[src/design/ppu_pkg.sv]
package ppu_pkg;

  // ======================================
  // Display timing
  // ======================================
  localparam int DOTS_PER_LINE   = 456;
  localparam int LINES_PER_FRAME = 154;
  localparam int SCREEN_WIDTH    = 160;
  localparam int SCREEN_HEIGHT   = 144;
  // OAM scan, then pixel transfer, rest of line is hblank
  localparam int MODE2_LEN       = 80;
  localparam int MODE3_LEN       = 172;

  // ======================================
  // CPU address map
  // ======================================
  localparam logic [15:0] VRAM_START = 16'h8000;
  localparam logic [15:0] VRAM_END   = 16'h9FFF;
  localparam logic [15:0] OAM_START  = 16'hFE00;
  localparam logic [15:0] OAM_END    = 16'hFE9F;

  // LCD control registers
  localparam logic [15:0] LCDC_ADDR = 16'hFF40;
  localparam logic [15:0] STAT_ADDR = 16'hFF41;
  localparam logic [15:0] SCY_ADDR  = 16'hFF42;
  localparam logic [15:0] SCX_ADDR  = 16'hFF43;
  localparam logic [15:0] LY_ADDR   = 16'hFF44;
  localparam logic [15:0] LYC_ADDR  = 16'hFF45;
  localparam logic [15:0] BGP_ADDR  = 16'hFF47;
  localparam logic [15:0] WY_ADDR   = 16'hFF4A;
  localparam logic [15:0] WX_ADDR   = 16'hFF4B;

  // ======================================
  // Shared types
  // ======================================
  typedef enum logic [1:0] {
    MODE_HBLANK   = 2'd0,
    MODE_VBLANK   = 2'd1,
    MODE_OAM_SCAN = 2'd2,
    MODE_TRANSFER = 2'd3
  } ppu_mode_t;

  // One CPU access, strobes last a single cycle
  typedef struct packed {
    logic [15:0] addr;
    logic [7:0]  wdata;
    logic        write_en;
    logic        read_en;
  } cpu_bus_t;

  // Writable registers
  // stat_en bit 3 is LYC, then mode 2, mode 1, mode 0
  typedef struct packed {
    logic [7:0] lcdc;
    logic [3:0] stat_en;
    logic [7:0] scy;
    logic [7:0] scx;
    logic [7:0] lyc;
    logic [7:0] bgp;
    logic [7:0] wy;
    logic [7:0] wx;
  } ppu_regs_t;

  typedef struct packed {
    logic [7:0] ly;
    ppu_mode_t  mode;
    logic       lyc_match;
  } ppu_status_t;

  // Leftmost pixel sits in bit 7 of each plane
  typedef struct packed {
    logic [7:0] lo;
    logic [7:0] hi;
  } tile_row_t;

  typedef struct packed {
    logic [7:0] x;
    logic [7:0] y;
    logic [1:0] shade;
  } lcd_pixel_t;

endpackage

[src/design/ppu_host_port.sv]
`timescale 1ns/1ps

module ppu_host_port #(
  parameter int VRAM_DEPTH = 8192,
  parameter int OAM_DEPTH  = 160,
  localparam int VAW = $clog2(VRAM_DEPTH),
  localparam int OAW = $clog2(OAM_DEPTH)
) (
  input  logic                  clk,
  input  logic                  reset,
  input  ppu_pkg::cpu_bus_t     cpu,
  input  ppu_pkg::ppu_status_t  status,
  input  logic [7:0]            vram_rdata,
  input  logic [7:0]            oam_rdata,
  output ppu_pkg::ppu_regs_t    regs,
  output logic [7:0]            cpu_rdata,
  output logic [VAW-1:0]        vram_addr,
  output logic [7:0]            vram_wdata,
  output logic                  vram_we,
  output logic                  vram_re,
  output logic [OAW-1:0]        oam_addr,
  output logic [7:0]            oam_wdata,
  output logic                  oam_we,
  output logic                  oam_re
);

  typedef enum logic [1:0] {
    SRC_REG  = 2'd0,
    SRC_VRAM = 2'd1,
    SRC_OAM  = 2'd2
  } rd_src_t;

  logic       sel_vram;
  logic       sel_oam;
  logic       vram_blocked;
  logic [7:0] reg_byte;
  logic [7:0] reg_q;
  rd_src_t    rd_src;

  // ======================================
  // Address decode
  // ======================================
  assign sel_vram = cpu.addr inside {[ppu_pkg::VRAM_START : ppu_pkg::VRAM_END]};
  assign sel_oam  = cpu.addr inside {[ppu_pkg::OAM_START : ppu_pkg::OAM_END]};
  // CPU loses VRAM while the fetcher owns it
  assign vram_blocked = (status.mode == ppu_pkg::MODE_TRANSFER);

  assign vram_addr  = VAW'(cpu.addr - ppu_pkg::VRAM_START);
  assign vram_wdata = cpu.wdata;
  assign vram_we    = cpu.write_en && sel_vram && !vram_blocked;
  assign vram_re    = cpu.read_en && sel_vram && !vram_blocked;

  // OAM stays open in every mode
  assign oam_addr  = OAW'(cpu.addr - ppu_pkg::OAM_START);
  assign oam_wdata = cpu.wdata;
  assign oam_we    = cpu.write_en && sel_oam;
  assign oam_re    = cpu.read_en && sel_oam;

  // ======================================
  // Register file
  // ======================================
  always_ff @(posedge clk or posedge reset) begin
    if (reset) begin
      regs <= '0;
    end else if (cpu.write_en) begin
      case (cpu.addr)
        ppu_pkg::LCDC_ADDR: regs.lcdc    <= cpu.wdata;
        // Only the interrupt enables are writable
        ppu_pkg::STAT_ADDR: regs.stat_en <= cpu.wdata[6:3];
        ppu_pkg::SCY_ADDR:  regs.scy     <= cpu.wdata;
        ppu_pkg::SCX_ADDR:  regs.scx     <= cpu.wdata;
        ppu_pkg::LYC_ADDR:  regs.lyc     <= cpu.wdata;
        ppu_pkg::BGP_ADDR:  regs.bgp     <= cpu.wdata;
        ppu_pkg::WY_ADDR:   regs.wy      <= cpu.wdata;
        ppu_pkg::WX_ADDR:   regs.wx      <= cpu.wdata;
        // LY is read only
        default: ;
      endcase
    end
  end

  // ======================================
  // Read path
  // ======================================
  // Unmapped and blocked VRAM both fall to FFh
  always_comb begin
    case (cpu.addr)
      ppu_pkg::LCDC_ADDR: reg_byte = regs.lcdc;
      ppu_pkg::STAT_ADDR: reg_byte = {1'b1, regs.stat_en, status.lyc_match, status.mode};
      ppu_pkg::SCY_ADDR:  reg_byte = regs.scy;
      ppu_pkg::SCX_ADDR:  reg_byte = regs.scx;
      ppu_pkg::LY_ADDR:   reg_byte = status.ly;
      ppu_pkg::LYC_ADDR:  reg_byte = regs.lyc;
      ppu_pkg::BGP_ADDR:  reg_byte = regs.bgp;
      ppu_pkg::WY_ADDR:   reg_byte = regs.wy;
      ppu_pkg::WX_ADDR:   reg_byte = regs.wx;
      default:            reg_byte = 8'hFF;
    endcase
  end

  // Remember the source, RAM data lands a cycle later
  always_ff @(posedge clk or posedge reset) begin
    if (reset) begin
      rd_src <= SRC_REG;
      reg_q  <= '0;
    end else if (cpu.read_en) begin
      reg_q <= reg_byte;
      if (sel_vram && !vram_blocked) begin
        rd_src <= SRC_VRAM;
      end else if (sel_oam) begin
        rd_src <= SRC_OAM;
      end else begin
        rd_src <= SRC_REG;
      end
    end
  end

  always_comb begin
    case (rd_src)
      SRC_VRAM: cpu_rdata = vram_rdata;
      SRC_OAM:  cpu_rdata = oam_rdata;
      default:  cpu_rdata = reg_q;
    endcase
  end

  one_strobe_a: assert property (@(posedge clk) disable iff (reset)
    !(cpu.write_en && cpu.read_en));

endmodule

[config.mk]
export PLATFORM = sky130hd
export DESIGN_NAME = ppu_host_port
export DESIGN_NICKNAME = d
export VERILOG_FILES = /design/src/design/ppu_pkg.sv /design/src/design/ppu_host_port.sv
export SDC_FILE = /design/constraint.sdc
export NUM_CORES = 1
export LEC_CHECK = 0
export BUFFER_PORTS_ARGS = -buffer_cell sky130_fd_sc_hd__buf_2
export CELL_PAD_IN_SITES_DETAIL_PLACEMENT = 1
export CELL_PAD_IN_SITES_GLOBAL_PLACEMENT = 1
export CORE_UTILIZATION = 37
export CTS_BUF_LIST = sky130_fd_sc_hd__clkbuf_2
export CTS_CLUSTER_DIAMETER = 30
export DETAILED_ROUTE_END_ITERATION = 8
export PLACE_DENSITY = 0.94
export SLEW_MARGIN = 25
export SYNTH_ARGS = -nofsm -noshare
export SYNTH_HDL_FRONTEND = slang
export SYNTH_SLANG_ARGS = --single-unit
[constraint.sdc]
create_clock -name clk -period 2.7 [get_ports clk]
set_input_delay 0.27 -clock clk [delete_from_list [all_inputs] [get_ports clk]]
set_output_delay 0.27 -clock clk [all_outputs]
set_load 0.05 [all_outputs]
Word-level counts from Yosys, hierarchy flattened
Index checks and enable logic that the tools add are counted.
W data, S select, Z words.
{ "classes": {"reduce_logical": 18, "order_cmp": 4, "mul": 0, "div": 0, "n_addsub": 2, "shift": 0, "mux": 4, "n_bitwise": 0, "eq_ne": 12} }
{ "ops": {"columns": ["cell", "n"], "rows": [
  ["$eq A16 B16 Y1 const B", 9],
  ["$pmux W8 S9", 1],
  ["$ge A16 B16 Y1 const B", 2],
  ["$le A16 B16 Y1 const B", 2],
  ["$pmux W8 S2", 1],
  ["$reduce_and A2 Y1", 8],
  ["$sub A13 B1 Y13 const B", 1],
  ["$logic_and A1 B1 Y1", 9],
  ["$sub A8 B1 Y8 const B", 1],
  ["$eq A2 B2 Y1 const B", 2],
  ["$mux W2", 2],
  ["$eq A2 B1 Y1 const B", 1],
  ["$logic_not A1 Y1", 1]
]} }
{ "totals": {"ramBits": 0, "input_bits": 55, "out_inout_bits": 109, "romBits": 0, "elab_cells": 50, "reg_bits": 70, "latch_bits": 0, "n_memories": 0} }

Longest topological paths before layout
{ "depth": {"depth_word": 4, "mapped_depth": 6, "depth_no_buf": 4} }

Worst setup path before layout
OpenSTA, ideal clock, no wires.
{ "synth_timing": {"kind": "register to output", "startpoint": "register rd_src[0]", "endpoint": "output cpu_rdata[2]", "path_slack_ns": 0.381, "arrival_ns": 2.049, "path_stages_with_launch": 5, "required_time_ns": 2.430, "n_path_buf": 1, "cell_sequence": "dfrtp_1 -> inv_1 -> ha_1 -> clkbuf_1 -> o21ai_0"} }
{ "synth_via": {"elab_chain_len": 2, "word_cells_on_any_way": 3, "cone_classes": "2 x eq/ne; 1 x mux"} }
{ "synth_rtl": {"columns": ["item", "line", "source"], "rows": [
  ["start, declared", "ppu_host_port.sv:38", "rd_src_t rd_src;"],
  ["start signal, assigned", "ppu_host_port.sv:104", "rd_src <= SRC_REG;"],
  ["start signal, assigned", "ppu_host_port.sv:109", "rd_src <= SRC_VRAM;"],
  ["start signal, assigned", "ppu_host_port.sv:111", "rd_src <= SRC_OAM;"],
  ["$eq A2 B2 Y1 / $eq A2 B1 Y1 (equally long branches)", "ppu_host_port.sv:119", "case (rd_src)"],
  ["$pmux W8 S2 *", "ppu_host_port.sv:119", null],
  ["end, declared", "ppu_host_port.sv:16", "output logic [7:0] cpu_rdata,"]
]} }
Mark *: on every way between the ends. The rest lies on a longest branch, timed or not.

Final worst setup path
{ "layout_timing": {"startpoint": "register rd_src[1]", "endpoint": "output cpu_rdata[5]"} }
Same word-level chain as after synthesis.

==> flow_summary_export.csv <==
group,metric,value,unit
route,avgViaCountPerCell,5.38,
timing,worst_slew_pin_slew,0.735,ns
cts,clock-sinks,70,
final_layout,antennaDiodeCount,0,
timing,grt_setup_unrepaired,"false",
route,dr.pass1.iters,4,
place,hpwl,9270,um
final_layout,layoutNonFillerInstCount,611,
route,drt-wirelength-per-cell,19.7,um
grt,grt.total_usage,22.4,%
timing,drv_slew,0,
route,drt-initial-drc-count,198,
logic_synthesis,syn-num-nets,400,
timing,skew,0.0295,ns
power,ir_drop,0.188,mV
setup_path,criticalPathCategory,"reg -> out",
timing,fin_tns_setup,0,ns
logic_synthesis,seq_area_frac_synth,45.1,%
logic_synthesis,synth_seq_cells,70,
cts,postCtsSetupRepairBufs,0,
cts,cts_buffer_depth,2,
route,wirelength,12000,um
timing,max_freq,431,MHz
route,routed-via-count,3287,
logic_synthesis,synth_cells,343,
flow_run,cap_violations,0,
grt,grt-ovfl-total,0,
die,die-area,0.0109,sq mm
place,portBuffers,163,
cts,cts_tree,"done",
die,rows,37,
cts,clk_pin_slew,0.21,ns
grt,top_usage_layer,"met2",
min_path,min_to,"regs[59]$_DFFE_PP0P_",
setup_path,end_kind,"output port",
die,start_util,37.9,%
timing,final_hold_viol_count,0,
place,dp_cells,594,
grt,grt_max_degree,39,
power,p_per_area,407,mW/mm^2
route,ant_nets,0,
die,pin_count,164,
logic_synthesis,netlist_area,0.00388,sq mm
cts,root_buffer,"clkbuf_2",
setup_path,worst_path_max_delay_cell,"ha_1",
die,die_y,104,um
grt,use_met1,26.9,%
logic_synthesis,yosysWarnings,0,
setup_path,r2r-start,"regs[44]$_DFFE_PP0P_",
min_path,hp-start,"cpu[9]",
place,placed_area,0.00458,sq mm
setup_path,crit_arrival,2.05,ns
setup_path,crit_fanout,16,
die,die_x,104,um
grt,grt_pass1_vias,3376,
final_layout,layout_common_cells,"buf_2, mux2_2, dfrtp_1",
cts,htreeDepth,3,
final_layout,area_growth,20.4,%
cts,insertion_delay,0.53,ns
die,core_region_area,0.0102,sq mm
timing,relSlewSlack,50.9,%
cts,cts_buffers,9,
timing,min_period_over_period,86.0,%
logic_synthesis,syn_avg_cell_area,11.3,sq um
setup_path,reg2reg_slack,1.00,ns
grt,grt_pass1_wl,18600,um
min_path,hold_depth,2,
timing,fin_crit,2.32,ns
min_path,hold_class,"in -> reg",
setup_path,r2r_end,"reg_q[4]$_DFFE_PP0P_",
timing,setup_viol,0,
setup_path,required,2.43,ns
grt,met3_usage,5.70,%
grt,met2_usage,38.7,%
final_layout,fin_area,0.00467,sq mm
route,drc,0,
setup_path,rr_worst_depth,4,
setup_path,cp-start-kind,"register",
setup_path,crit_chain,"ha_1 -> nand2_1 -> o21ai_0 -> buf_2",
place,gp_congestion,0.855,
grt,antenna_found_initial,0,
cts,cts-resized-gates,0,
setup_path,critPathMaxStageDelay,0.53,ns
final_layout,layout-drive-gt1-share,56.0,%
run_status,status,"completed",
final_layout,fin_nets,527,
power,power.static_leakage,2.60,nW
logic_synthesis,ys_types,44,
final_layout,final_common_cell,"buf_2",
## area by class of cell
cell class / instances / area (sq um)
clock buffers: 11 / 55.1
clock inverters: 5 / 26.3
fillers: 1197 / 5560
inverters: 9 / 33.8
multi-input cells: 210 / 1750
flip-flops and latches: 70 / 1750
well taps: 136 / 170
repair buffers: 170 / 883
## critical path: cells and delay by family (launching register included)
kind                     cells  cell delay (ns)
AO/OA/AOI/OAI                1             0.11
adder cells (fa/ha/maj)      1             0.53
buffers and inverters        1             0.31
AND/OR/NAND/NOR              1             0.10
flip-flops                   1             0.46
## state kept, by name, summed over array words and instances (netlist names)
register,cells
reg_q,8
regs,60
rd_src,2
## Yosys cell counts, drive strengths merged
library cell	n	area (sq um)
or3	1	6.26
dfrtp	70	1750
clkbuf	15	56.3
nor3b	7	52.6
o211ai	1	7.51
o32a	7	70.1
mux2	71	800
o2111ai	1	8.76
nor2	12	45.0
a21o	3	22.5
and2	3	18.8
nor4	1	21.3
buf	39	287
a32oi	1	8.76
a22oi	14	105
a41oi	1	8.76
a222oi	5	50.1
or2	1	6.26
a2bb2oi	1	8.76
nor4b	1	8.76
o31a	1	8.76
or4b	1	13.8
ha	2	25.0
o311ai	1	8.76
nand4	7	75.1
mux2i	3	30.0
o21ai	15	75.1
inv	9	33.8
a2111o	1	11.3
or3b	1	8.76
nand2	20	75.1
and3	7	43.8
a31oi	1	6.26
nor4bb	2	20.0
o32ai	1	8.76
nor2b	3	18.8
nand3	8	45.0
o31ai	2	15.0
a21oi	2	10.0
nand2b	1	6.26
## per-layer routing
metal  wire, um  share of wire (%)
met1       4870                 40
met2       6110                 51
met3        862                7.2
met4        195                1.6
met5          0                  0
## cell families after synthesis
family | synth area share, %
compound gates | 11.2
fa+ha+maj | 0.644
buf+inv | 9.70
flops | 45.1
mux | 21.4
simple gates | 12.0
## repair_timing
| item | CTS | global route |
|---|---|---|
| setup endpoints to repair | 0 | 0 |
| hold endpoints to repair | 32 | 0 |
| hold buffers | 1 | 0 |
## worst max path at each step
stage,from,end,slack [ns],depth (start not counted)
2_1_floorplan,rd_src[0]$_DFFE_PP0P_,cpu_rdata[2],0.38,4
3_3_place_gp,cpu[14],regs[27]$_DFFE_PP0P_,0.37,6
3_5_place_dp,cpu[14],regs[29]$_DFFE_PP0P_,0.30,6
4_1_cts,rd_src[1]$_DFFE_PP0P_,cpu_rdata[5],0.37,4
5_1_grt,rd_src[1]$_DFFE_PP0P_,cpu_rdata[5],0.25,4
6_report,rd_src[1]$_DFFE_PP0P_,cpu_rdata[5],0.38,4
## report_power, final
part	switching [W]	leakage, nW	total (W)	internal, W
combinational	0.000265	1.60	0.000351	0.0000857
sequential	0.00000105	0.936	0.00105	0.00105
clock	0.000378	0.0591	0.000499	0.000121
total	0.000645	2.60	0.00190	0.00126
## metrics by stage
| step | power (W) | util, % | hold WS, ns | setup WS (ns) |
|---|---|---|---|---|
| 2_1_floorplan | 0.00133 | - | 0.421 | 0.381 |
| 3_3_place_gp | 0.00141 | 44.8 | 0.422 | 0.367 |
| 3_5_place_dp | 0.00142 | 44.8 | 0.440 | 0.296 |
| 4_1_cts | 0.00192 | 45.7 | 0.0826 | 0.366 |
| 5_1_grt | 0.00198 | 45.7 | 0.0897 | 0.252 |
| 6_report | 0.00190 | 45.7 | 0.107 | 0.377 |
Note: power is estimated with default switching activity, not from simulation.
