## src/design/ppu_pkg.sv

```systemverilog
package ppu_pkg;

  // ======================================
  // Display timing
  // ======================================
  localparam int DOTS_PER_LINE   = 456;
  localparam int LINES_PER_FRAME = 154;
  localparam int SCREEN_WIDTH    = 160;
  localparam int SCREEN_HEIGHT   = 144;
  // OAM scan, then pixel transfer, rest of line is hblank
  localparam int MODE2_LEN       = 80;
  localparam int MODE3_LEN       = 172;

  // ======================================
  // CPU address map
  // ======================================
  localparam logic [15:0] VRAM_START = 16'h8000;
  localparam logic [15:0] VRAM_END   = 16'h9FFF;
  localparam logic [15:0] OAM_START  = 16'hFE00;
  localparam logic [15:0] OAM_END    = 16'hFE9F;

  // LCD control registers
  localparam logic [15:0] LCDC_ADDR = 16'hFF40;
  localparam logic [15:0] STAT_ADDR = 16'hFF41;
  localparam logic [15:0] SCY_ADDR  = 16'hFF42;
  localparam logic [15:0] SCX_ADDR  = 16'hFF43;
  localparam logic [15:0] LY_ADDR   = 16'hFF44;
  localparam logic [15:0] LYC_ADDR  = 16'hFF45;
  localparam logic [15:0] BGP_ADDR  = 16'hFF47;
  localparam logic [15:0] WY_ADDR   = 16'hFF4A;
  localparam logic [15:0] WX_ADDR   = 16'hFF4B;

  // ======================================
  // Shared types
  // ======================================
  typedef enum logic [1:0] {
    MODE_HBLANK   = 2'd0,
    MODE_VBLANK   = 2'd1,
    MODE_OAM_SCAN = 2'd2,
    MODE_TRANSFER = 2'd3
  } ppu_mode_t;

  // One CPU access, strobes last a single cycle
  typedef struct packed {
    logic [15:0] addr;
    logic [7:0]  wdata;
    logic        write_en;
    logic        read_en;
  } cpu_bus_t;

  // Writable registers
  // stat_en bit 3 is LYC, then mode 2, mode 1, mode 0
  typedef struct packed {
    logic [7:0] lcdc;
    logic [3:0] stat_en;
    logic [7:0] scy;
    logic [7:0] scx;
    logic [7:0] lyc;
    logic [7:0] bgp;
    logic [7:0] wy;
    logic [7:0] wx;
  } ppu_regs_t;

  typedef struct packed {
    logic [7:0] ly;
    ppu_mode_t  mode;
    logic       lyc_match;
  } ppu_status_t;

  // Leftmost pixel sits in bit 7 of each plane
  typedef struct packed {
    logic [7:0] lo;
    logic [7:0] hi;
  } tile_row_t;

  typedef struct packed {
    logic [7:0] x;
    logic [7:0] y;
    logic [1:0] shade;
  } lcd_pixel_t;

endpackage

```

## src/design/ppu_row_fifo.sv

```systemverilog
`timescale 1ns/1ps

module ppu_row_fifo #(
  parameter int DEPTH = 2,
  localparam int AW = (DEPTH > 1) ? $clog2(DEPTH) : 1,
  localparam int CW = $clog2(DEPTH + 1)
) (
  input  logic                clk,
  input  logic                reset,
  input  logic                flush,
  input  logic                push,
  input  ppu_pkg::tile_row_t  din,
  input  logic                pop,
  output ppu_pkg::tile_row_t  dout,
  output logic                full,
  output logic                empty
);

  ppu_pkg::tile_row_t mem [DEPTH];
  logic [AW-1:0] wr_ptr;
  logic [AW-1:0] rd_ptr;
  logic [CW-1:0] count;

  assign full  = (count == CW'(DEPTH));
  assign empty = (count == '0);
  assign dout  = mem[rd_ptr];

  always_ff @(posedge clk) begin
    if (push && !flush) begin
      mem[wr_ptr] <= din;
    end
  end

  // Pointers wrap at DEPTH, which need not be a power of two
  always_ff @(posedge clk or posedge reset) begin
    if (reset) begin
      wr_ptr <= '0;
      rd_ptr <= '0;
      count  <= '0;
    end else if (flush) begin
      wr_ptr <= '0;
      rd_ptr <= '0;
      count  <= '0;
    end else begin
      if (push) begin
        wr_ptr <= (wr_ptr == AW'(DEPTH - 1)) ? '0 : wr_ptr + 1'b1;
      end
      if (pop) begin
        rd_ptr <= (rd_ptr == AW'(DEPTH - 1)) ? '0 : rd_ptr + 1'b1;
      end
      count <= count + CW'(push) - CW'(pop);
    end
  end

  no_overflow_a: assert property (@(posedge clk) disable iff (reset)
    push && !flush |-> !full);
  no_underflow_a: assert property (@(posedge clk) disable iff (reset)
    pop && !flush |-> !empty);

endmodule

```

## config.mk

```make
export PLATFORM = sky130hd
export DESIGN_NAME = ppu_row_fifo
export DESIGN_NICKNAME = d
export VERILOG_FILES = /design/src/design/ppu_pkg.sv /design/src/design/ppu_row_fifo.sv
export SDC_FILE = /design/constraint.sdc
export NUM_CORES = 1
export LEC_CHECK = 0
export BUFFER_PORTS_ARGS = -buffer_cell sky130_fd_sc_hd__buf_2
export CAP_MARGIN = 10
export CORE_UTILIZATION = 40
export CTS_CLUSTER_DIAMETER = 50
export DETAILED_ROUTE_END_ITERATION = 8
export GPL_TIMING_DRIVEN = 0
export PLACE_DENSITY = 0.62
export SYNTH_ARGS = -nofsm -noshare
export SYNTH_HDL_FRONTEND = slang
export SYNTH_SLANG_ARGS = --single-unit
export TNS_END_PERCENT = 50
```

## constraint.sdc

```tcl
create_clock -name clk -period 2.4 [get_ports clk]
set_clock_uncertainty 0.15 [all_clocks]
set_input_delay 0.12 -clock clk [delete_from_list [all_inputs] [get_ports clk]]
set_output_delay 0.12 -clock clk [all_outputs]
set_load 0.005 [all_outputs]
```

* Word level (Yosys, flattened, before mapping) *
Memory sizes are Yosys's and may differ from the RTL's.
Index checks and enable logic that the tools add are counted.

cells by class
  add/sub/neg operators = 4
  eq/ne operators = 1
  multiplexer cells = 9
  reductions and logical operators = 5

operators with widths
  cell                                         count
  1-bit 2-to-1 mux                             8
  2-bit nonzero test                           2
  1-bit adder (second input constant)          2
  2-bit by 1-bit adder with 2-bit output       1
  2-bit equality test (second input constant)  1
  2-bit logical NOT                            1
  2-bit 2-to-1 mux                             1
  2-bit by 1-bit subtractor with 2-bit output  1
  1-bit logical AND                            1
  1-bit logical NOT                            1

storage, ports and cells
  flip-flop bits (word level) = 4
  bits in writable memories = 32
  input port bits = 21
  output and inout bits = 18
  logic and storage cells = 23
  memories kept = 1

memory list
  name  words  width  read ports  clocked after memory_dff  wr ports  line                RTL
  mem   2      16     1           0                         1         ppu_row_fifo.sv:19  ppu_pkg::tile_row_t mem [DEPTH];

* Longest topological paths before layout *
Gate-level depths: netlist (run 1).

  depth after elaboration = 4
  depth in mapped cells = 6
  gate-level depth less buffers = 6

* Least setup slack after synthesis (run 1) *
No wires, ideal clock.

  path type = reg2reg
  from = register wr_ptr
  to = memory mem[0][0] (netlist bit) (enable)
  arrival time = 1.648 ns
  required time = 1.837 ns
  path slack = 0.189 ns
  cell stages (with the launch flop) = 2
  buffers on the path = 0
  cell sequence = dfrtp_1 > nor3b_1

RTL lines
  element                 line                RTL
  start, declared         ppu_row_fifo.sv:20  logic [AW-1:0] wr_ptr;
  start signal, assigned  ppu_row_fifo.sv:46  wr_ptr <= (wr_ptr == AW'(DEPTH - 1)) ? '0 : wr_ptr + 1'b1;
  end, declared           ppu_row_fifo.sv:19

No word-level cell before the write port.

* Final worst setup path (run 1) *
  from = input port flush
  to = memory mem[0][7] (netlist bit) (enable)

on the way
  cells in the longest elaborated chain, start to end = 4

ends and longest elaborated chain
  element                                 line                RTL
  start, declared                         ppu_row_fifo.sv:10  input logic flush,
  1-bit logical NOT                       ppu_row_fifo.sv:29  if (push && !flush) begin
  1-bit logical AND                       ppu_row_fifo.sv:29
  1-bit 2-to-1 mux                        ppu_row_fifo.sv:29
  1-bit 2-to-1 mux (implied by the code)  ppu_row_fifo.sv:30  mem[wr_ptr] <= din;

No other way between the ends.

==> summary.txt, run 1 <==
largest net degree at the start of global routing -> 17
clock latency on the worst-skew pair -> 0.32 ns
Syn Std Cell Area -> 1426 µm²
post-cts gate resize count -> 0
CP arrival -> 1.72 ns
Leak -> 0.8057 nW
Die ar. -> 3809 µm²
DRC -> 0
Root Buffer -> clkbuf_4
Synth area leaders -> edfxtp_1 (67%), mux2_4 (9.5%), dfrtp_1 (7.0%)
Compound-Gate Fraction of Synth Area -> 0%
RSZ-0062 raised after global routing -> false
Synth Instances -> 70
multiplexer area fraction after synthesis -> 15.00%
R2R Path End -> mem[0][7]
sequential share of power -> 54.7%
cell taking the most area after synthesis -> edfxtp_1
post-layout net count -> 159
post-route setup TNS -> 0 ns
P_sw -> 0.2700 mW
critical path's top delay family -> buffers and inverters
Detail Route Antenna Nets -> 0
clock power share -> 30.2%
Starting Density -> 42.41%
Layout fillers -> 282
initial DRC count -> 10
Slowest cell on crit path -> nor3b_2
Critical Path Max Stage Delay -> 0.65 ns
P_int -> 1.063 mW
grt ovf -> 0
n_diodes -> 0
DR vias/cell -> 4.415
largest family of logic cells by synthesized area -> multiplexers
first-pass GRT wire length -> 3.374 mm
cell count along the critical path -> 4
outcome -> finished, final reports clean
Post-Synth Simple-Gate Area -> 3.070%
final setup vio count -> 0
Reg2Reg Depth -> 2
Max Fclk -> 549.0 MHz
Clk pin slew, worst setup/hold paths -> 0.10 ns
Clock Tree Buf Depth -> 2
power per cell area -> 677.5 nW/µm²
Tcrit/Tclk final -> 75.89%
Final Critical Period -> 1.821 ns
most frequent cells in the layout -> buf_2 (38), edfxtp_1 (32), dlygate4sd3_1 (20)
Core ar. -> 3363 µm²
worst hold path class -> input pin to async pin
Mean Syn Cell Area -> 20.38 µm²
vias in the first global route -> 804
row cnt -> 21
final WL -> 2.215 mm
Slew Limit Fails -> 0
CP Class -> input pin to flop
initial antenna violation count -> 0
Req. time, crit path -> 2.30 ns
Hold Vio Cnt, Final -> 0
CTS tree -> yes
drt pass-1 iters -> 4
I/O pin count -> 39
Crit. End Element -> flop
CTS Sinks -> 36
reg2reg setup slack -> 0.63 ns
GP Congestion -> 0.6265
die width -> 61.72 µm
HPWL after DPL -> 1.488 mm
Post-CTS Hold Fix Bufs -> 20
cts bufs inserted -> 5
Syn Nets -> 93
worst-margin pin slew -> 0.7864 ns
CTS H-Tree Depth -> 2
Worst Hold Slack -> 0.05147 ns
register area share after synthesis -> 74.39%
switching share of power -> 20.26%
critical path buffer and inverter count -> 3
wire length per cell -> 12.10 µm
P&R area growth vs syn -> 37.89%
largest fanout on the critical path -> 9
xor/xnor cell area share of the yosys netlist -> 2.807%
number of setup buffers added after CTS -> 0
vias after detailed routing -> 808
VDD IR max -> 427.5 µV
library cells used by synthesis -> 14
Synth Register Bits -> 36
r2r startpoint -> wr_ptr
most common cell after layout, fill and taps aside -> buf_2
IO buf count -> 38
max_cap viols -> 0
share of the synthesized area in the top cell type -> 67.37%
Synth Area in Adders -> 1.754%
Vert. Die Dim -> 61.72 µm
CP Launch Type -> input pin
Critical Path, Cell by Cell -> dlygate4sd3_1 -> buf_2 -> nor3b_2 -> buf_6
share of post-route cells with drive strength above 1 -> 47.45%
yosys warns -> 0
All-Layer GR Usage -> 13.51%
combinational share of power -> 15.1%
slew margin rel. -> 47.34%
[logic make-up (layout without fill, tap and decap cells)]
group	Yosys count	count (layout)
buffers and inverters	5	72
flip-flops	36	36
AND/OR/NAND/NOR	8	8
XOR/XNOR	3	3
multiplexers	16	16
adder cells (fa/ha/maj)	2	2
[worst max path at each step]
stage	from	end	slack (ns)
after floorplan	wr_ptr	mem[0][0]	0.19
after global placement	wr_ptr	mem[0][4]	-0.53
after detailed placement	wr_ptr	mem[0][12]	0.60
after CTS	flush	mem[0][7]	0.58
after global routing	flush	mem[0][7]	0.53
final	flush	mem[0][7]	0.58
[registers in the layout, indices dropped and copies added, names as in the netlist]
signal / cells
wr_ptr: 1
mem: 32
rd_ptr: 1
count: 2
[cell usage after synthesis (all sizes together)]
cell,number
nor3b,1
and3b,1
xnor2,2
ha,2
mux2,16
inv,3
edfxtp,32
nor2,4
nor2b,2
dfrtp,4
buf,2
xnor3,1
[per-stage QoR]
stage	instance area [µm²]	power, mW	instances	worst slack (ns)	utilization (%)
after floorplan	1426	0.8523	70	0.1891	-
after global placement	1674	0.9157	154	-0.5338	49.78
after detailed placement	1690	0.9233	155	0.6002	50.26
after CTS	1967	1.355	183	0.5774	58.48
after global routing	1967	1.405	183	0.5300	58.48
final	1967	1.333	183	0.5787	58.48
[area by class of cell]
class / count / area, µm² / share of cell area, %
tap: 46 / 57.56 / 2.926
clock inverter: 2 / 35.03 / 1.781
inverter: 3 / 11.26 / 0.5725
buffer: 2 / 31.28 / 1.590
sequential: 36 / 1061 / 53.94
clock buffer: 6 / 41.29 / 2.099
timing repair buffer: 59 / 401.6 / 20.42
multi-input combinational: 29 / 327.8 / 16.67
[worst register-to-register path, stage by stage (launching register included)]
cell and delay [ns]:
dfrtp_1 0.42, nor3b_2 0.68, buf_6 0.24
[power by group through the flow]
| stage | clock, mW | sequential, mW | combinational, mW |
|---|---|---|---|
| final | 0.403 | 0.728 | 0.201 |
| after CTS | 0.420 | 0.729 | 0.205 |
| after global placement | 0 | 0.741 | 0.174 |
| after detailed placement | 0 | 0.743 | 0.180 |
| after global routing | 0.447 | 0.732 | 0.225 |
| after floorplan | 0 | 0.740 | 0.113 |
[per-layer routing]
layer / global-route usage [%] / vias to the layer above / wire length (µm)
li1: - / 393 / -
met1: 14.25 / 381 / 856
met2: 22.43 / 29 / 1170
met3: 4.969 / 5 / 147
met4: 9.524 / 0 / 40
met5: 0 / - / 0
(Power assumes the default switching activity.)
==> run 2, diff against run 1 <==
Settings changed: ABC_AREA from default to 1, PLACE_DENSITY 0.62 to 0.64.
Clock period 2.4 ns to 1.5 ns, I/O delays scaled along.
==> run 2 against run 1 <==
The run now ends with negative setup slack left; register-to-register slack worse by 0.57 ns; core utilization increased by 4.6 points; non-clock buffer count grew 8; power increased by 59%; final cell count grew 9.8%; combinational power grew 65%; cell area increased by 7.8%; critical path depth unchanged; die area hardly changed; setup slack lost 0.69 ns; largest power group unchanged.
==> summary.txt, run 2 <==
post-layout net count -> 177
Synth Instances -> 80
DR vias/cell -> 4.507
Reg2Reg Depth -> 2
initial DRC count -> 7
Largest Register -> mem
WHS Path Cells -> 5
share of post-route cells with drive strength above 1 -> 46.45%
CTS Sinks -> 36
HPWL after DPL -> 1.549 mm
Final Worst Setup Slack -> -0.1093 ns
register area share after synthesis -> 74.45%
post-route setup TNS -> -1.270 ns
Die ar. -> 3806 µm²
first-pass GRT wire length -> 3.574 mm
cell taking the most area after synthesis -> edfxtp_1
final setup vio count -> 15
library cells used by synthesis -> 14
Final Critical Period -> 1.609 ns
Req. time, crit path -> 1.27 ns
Syn Std Cell Area -> 1425 µm²
CP Launch Type -> flop
Crit. End Element -> output pin
Syn Nets -> 103
All-Layer GR Usage -> 14.15%
Core ar. -> 3363 µm²
largest net degree at the start of global routing -> 17
Critical Path Sink -> dout[9]
Root Buffer -> clkbuf_4
outcome -> finished, violations left
crit path from -> rd_ptr
GP Congestion -> 0.6427
row cnt -> 21
wire length per cell -> 12.31 µm
VDD IR max -> 712.8 µV
asr flop ratio synth -> 11.11%
die width -> 61.69 µm
DP Worst Slack -> -0.1658 ns
CP Class -> flop to output pin
Slew Limit Fails -> 0
worst hold path class -> input pin to flop
Post-synth EDFFs -> 32
power per cell area -> 998.5 nW/µm²
Tcrit/Tclk final -> 107.3%
RSZ-0062 raised after global routing -> true
cts bufs inserted -> 5
max reg flops -> 32
largest fanout on the critical path -> 9
Util after Layout -> 63.06%
drt pass-1 iters -> 4
Synth area leaders -> edfxtp_1 (67%), mux2_4 (8.4%), dfrtp_1 (7.0%)
max_cap viols -> 0
Clk pin slew, worst setup/hold paths -> 0.09 ns
commonest cells in the netlist -> edfxtp_1 (32), inv_1 (8), mux2_2 (8), mux2_4 (8), nor2_1 (6)
yosys warns -> 0
grt ovf -> 0
Worst Hold Slack -> 0.07392 ns
share of the synthesized area in the top cell type -> 67.43%
clock latency on the worst-skew pair -> 0.32 ns
CTS tree -> yes
Hold Vio Cnt, Final -> 0
Detail Route Antenna Nets -> 0
Vert. Die Dim -> 61.69 µm
r2r startpoint -> wr_ptr
initial antenna violation count -> 0
DRC -> 0
Synth Flop Type -> edfxtp_1
vias after detailed routing -> 906
slew margin rel. -> 67.74%
I/O pin count -> 39
most common cell after layout, fill and taps aside -> edfxtp_1
Clock Tree Buf Depth -> 2
reg2reg setup slack -> 0.06 ns
n_diodes -> 0
most common cell in the synthesized netlist -> edfxtp_1
Mean Syn Cell Area -> 17.81 µm²
worst-margin pin slew -> 0.4827 ns
P&R area growth vs syn -> 48.81%
vias in the first global route -> 878
largest registers -> mem x32, count x2
Max Fclk -> 621.4 MHz
CP arrival -> 1.38 ns
R2R Path End -> mem[1][4]
CTS H-Tree Depth -> 2
Leak -> 0.8776 nW
Synth Register Bits -> 36
IO buf count -> 38
final WL -> 2.474 mm
Starting Density -> 42.37%
failing checks -> negative setup slack
most frequent cells in the layout -> edfxtp_1 (32), buf_2 (28), dlygate4sd3_1 (22)
==> run 2: cell count changes in the layout (fill, tap and decap cells not counted), moves of 2 or more <==
cell / change
buf_4: +4
buf_2: -10
nor2b_1: -2
inv_1: +5
xnor2_1: -2
buf_6: +11
dlygate4sd3_1: +2
clkinv_1: +2
a21oi_1: +2
nor2_4: +2
nand2_1: +4
==> run 2: metrics by stage <==
| step | instances | total power [mW] | instance area (µm²) |
|---|---|---|---|
| 3_3_place_gp | 164 | 1.396 | 1675 |
| 3_5_place_dp | 165 | 1.412 | 1687 |
| 5_1_grt | 201 | 2.210 | 2121 |
| 2_1_floorplan | 80 | 1.310 | 1428 |
| 4_1_cts | 199 | 2.118 | 2066 |
| 6_report | 201 | 2.118 | 2121 |
==> run 2: layout make-up <==
| class | count | area, µm² |
|---|---|---|
| flip-flops and latches | 36 | 1061 |
| repair buffers | 67 | 545.5 |
| fillers | 278 | 1242 |
| inverters | 8 | 30.03 |
| multi-input cells | 34 | 320.3 |
| clock inverters | 3 | 37.54 |
| clock buffers | 5 | 37.54 |
| plain buffers | 2 | 31.28 |
| well taps | 46 | 57.56 |
==> run 2: power breakdown <==
part,internal (mW),switching (mW)
Clock,0.340,0.290
Combinational,0.204,0.129
Sequential,1.14,0.0174
Total,1.68,0.436
==> run 2: worst max-delay path: stages, from the launching register on <==
cell and delay, ns:
dfrtp_1 0.38, buf_6 0.13, buf_12 0.14, mux2_4 0.30
buf_6 0.11
==> run 2: cell families after synthesis <==
logic type	count (synthesis)	share of synthesized area (%)
multiplexers	16	14.75
flip-flops	36	74.45
buffers and inverters	10	4.302
AND/OR/NAND/NOR	12	3.248
adder cells (fa/ha/maj)	2	1.756
AO/OA/AOI/OAI	4	1.493
==> run 2: worst min-delay path by stage <==
stage	from	to
4_1_cts	flush	mem[0][2]
3_3_place_gp	reset	wr_ptr
3_5_place_dp	reset	wr_ptr
6_report	push	count[0]
2_1_floorplan	reset	count[0]
5_1_grt	push	count[0]
==> run 2: repair_timing <==
item | CTS | global route
setup endpoints to repair | 42 | 33
resized for setup | 7 | 9
setup buffers | 3 | 2
pin swaps | 0 | 3
hold buffers | 23 | 0
hold endpoints to repair | 40 | 0
==> run 2: per-layer routing <==
| metal | GRT usage [%] | wire length (µm) | vias up | share of wire [%] |
|---|---|---|---|---|
| li1 | - | - | 439 | - |
| met1 | 13.85 | 927 | 438 | 37 |
| met2 | 25.81 | 1369 | 24 | 55 |
| met3 | 5.797 | 125 | 5 | 5.1 |
| met4 | 6.667 | 51 | 0 | 2.1 |
| met5 | 0 | 0 | - | 0 |
==> run 3, diff against run 2 <==
Settings changed: SETUP_SLACK_MARGIN from default to 0.15.
==> run 3 against run 2 <==
The flow still finishes with violations (negative setup slack); cell area grew 2.6%; global-route usage fell by 0.43 points; combinational power up 17%; critical path depth stayed put; clock power is 24% lower; sequential power about the same; first-iteration DRC count is the same; critical path type unchanged; highest routed layer unchanged.
==> summary.txt, run 3 (synthesis results as in run 2) <==
Slew Limit Fails -> 0
placed cells -> 164
Power, Total -> 2.026 mW
reg2reg setup slack -> 0.10 ns
CTS Sinks -> 36
clock power share -> 23.7%
DP Worst Slack -> -0.2058 ns
non-filler instance count after layout -> 204
largest fanout on the critical path -> 6
Worst Hold Slack -> 0.01122 ns
Die ar. -> 3806 µm²
wire length per cell -> 12.59 µm
switching share of power -> 23.02%
max_cap viols -> 0
row cnt -> 21
Critical Path Max Stage Delay -> 0.39 ns
RSZ-0062 raised after global routing -> true
die width -> 61.69 µm
P_sw -> 0.4664 mW
most common cell after layout, fill and taps aside -> edfxtp_1
post-route cell area -> 2176 µm²
most frequent cells in the layout -> edfxtp_1 (32), buf_2 (29), dlygate4sd3_1 (22)
CTS H-Tree Depth -> 2
area taken by multi-input logic gates -> 357.8 µm²
clock latency on the worst-skew pair -> 0.34 ns
worst hold path class -> input pin to flop
Crit. End Element -> output pin
sequential share of power -> 57.1%
CP arrival -> 1.42 ns
initial DRC count -> 7
All-Layer GR Usage -> 13.72%
placed inst area -> 1683 µm²
max reg flops -> 32
first-pass GRT wire length -> 3.367 mm
final setup vio count -> 16
Hold Vio Cnt, Final -> 0
combinational share of power -> 19.1%
VDD IR max -> 549.3 µV
slew margin rel. -> 65.82%
CP Launch Type -> flop
largest net degree at the start of global routing -> 17
HPWL after DPL -> 1.555 mm
Final Critical Period -> 1.648 ns
drt pass-1 iters -> 4
P_int -> 1.560 mW
post-layout net count -> 180
Clk pin slew, worst setup/hold paths -> 0.11 ns
Starting Density -> 42.37%
Max Fclk -> 606.8 MHz
I/O pin count -> 39
critical path's top delay family -> buffers and inverters
GP Congestion -> 0.6510
DR vias/cell -> 4.490
Sequential cell area -> 1062 µm²
vias after detailed routing -> 916
cts bufs inserted -> 5
critical path buffer and inverter count -> 3
Clock Tree Buf Depth -> 2
initial antenna violation count -> 0
n_diodes -> 0
Layout fillers -> 268
Core ar. -> 3363 µm²
Vert. Die Dim -> 61.69 µm
Critical Path, Cell by Cell -> buf_6 -> clkbuf_16 -> mux2_4 -> buf_6
vias in the first global route -> 791
P&R area growth vs syn -> 52.68%
Final Worst Setup Slack -> -0.1479 ns
share of post-route cells with drive strength above 1 -> 53.16%
worst-margin pin slew -> 0.5115 ns
final WL -> 2.568 mm
Tcrit/Tclk final -> 109.9%
CP Class -> flop to output pin
CTS tree -> yes
Detail Route Antenna Nets -> 0
IO buf count -> 38
Slowest cell on crit path -> dfrtp_1
outcome -> finished, violations left
Leak -> 0.8877 nW
Largest Register -> mem
power per cell area -> 931.1 nW/µm²
DRC -> 0
grt ovf -> 0
Most common cell on crit path -> buf_6
Req. time, crit path -> 1.27 ns
failing checks -> negative setup slack
Root Buffer -> clkbuf_4
largest registers -> mem x32, count x2
-- run 3: per-stage QoR --
stage,util [%],TNS (ns)
final,64.69,-2.008
after global routing,64.69,-2.923
after CTS,61.38,-2.018
after detailed placement,50.04,-3.286
after global placement,50.04,-2.331
after floorplan,-,0
-- run 3: worst paths after layout --
check / startpoint / end / cells after the start
min in group asynchronous: reset / rd_ptr / 4
max in group asynchronous: reset / count[1] / 4
worst min-delay path: push / wr_ptr / 3
worst max register to register: wr_ptr / mem[1][7] / 2
worst min register to register: wr_ptr / wr_ptr / 1
worst max-delay path: rd_ptr / dout[7] / 4
-- run 3: metal layers --
layer	vias to the layer above	share of wire (%)	GRT usage (%)
met4	0	1.8	7.619
met3	6	6.1	6.418
met2	27	55	23.81
li1	446	-	-
met1	437	37	13.50
met5	-	0	0
-- run 3: area by class of cell --
cell class	count	share of cell area [%]
Tap cell	46	2.645
Multi-Input combinational cell	34	16.45
Timing Repair Buffer	70	26.85
Clock inverter	1	0.2300
Inverter	8	1.495
Sequential cell	36	48.82
Clock buffer	7	2.070
Buffer	2	1.438
-- run 3: worst register-to-register path, delay by kind of cell, from the launching register on --
family,cells,cell delay (ns)
buf+inv,1,0.06
flops,1,0.43
simple gates,1,0.40
-- run 3: what timing repair did --
action / in CTS / in global routing
pin swaps: 5 / 5
hold buffers: 22 / 0
resized for setup: 9 / 14
endpoints found under the hold margin: 40 / 0
setup endpoints to repair: 49 / 34
buffers inserted: 6 / 3
cloned: 0 / 1
-- run 3: power groups by stage --
stage / sequential, mW / combinational, mW / clock, mW
floorplan: 1.17 / 0.139 / 0
global placement: 1.17 / 0.222 / 0
detailed placement: 1.18 / 0.233 / 0
CTS: 1.16 / 0.323 / 0.497
global route: 1.16 / 0.419 / 0.540
finish: 1.16 / 0.387 / 0.481
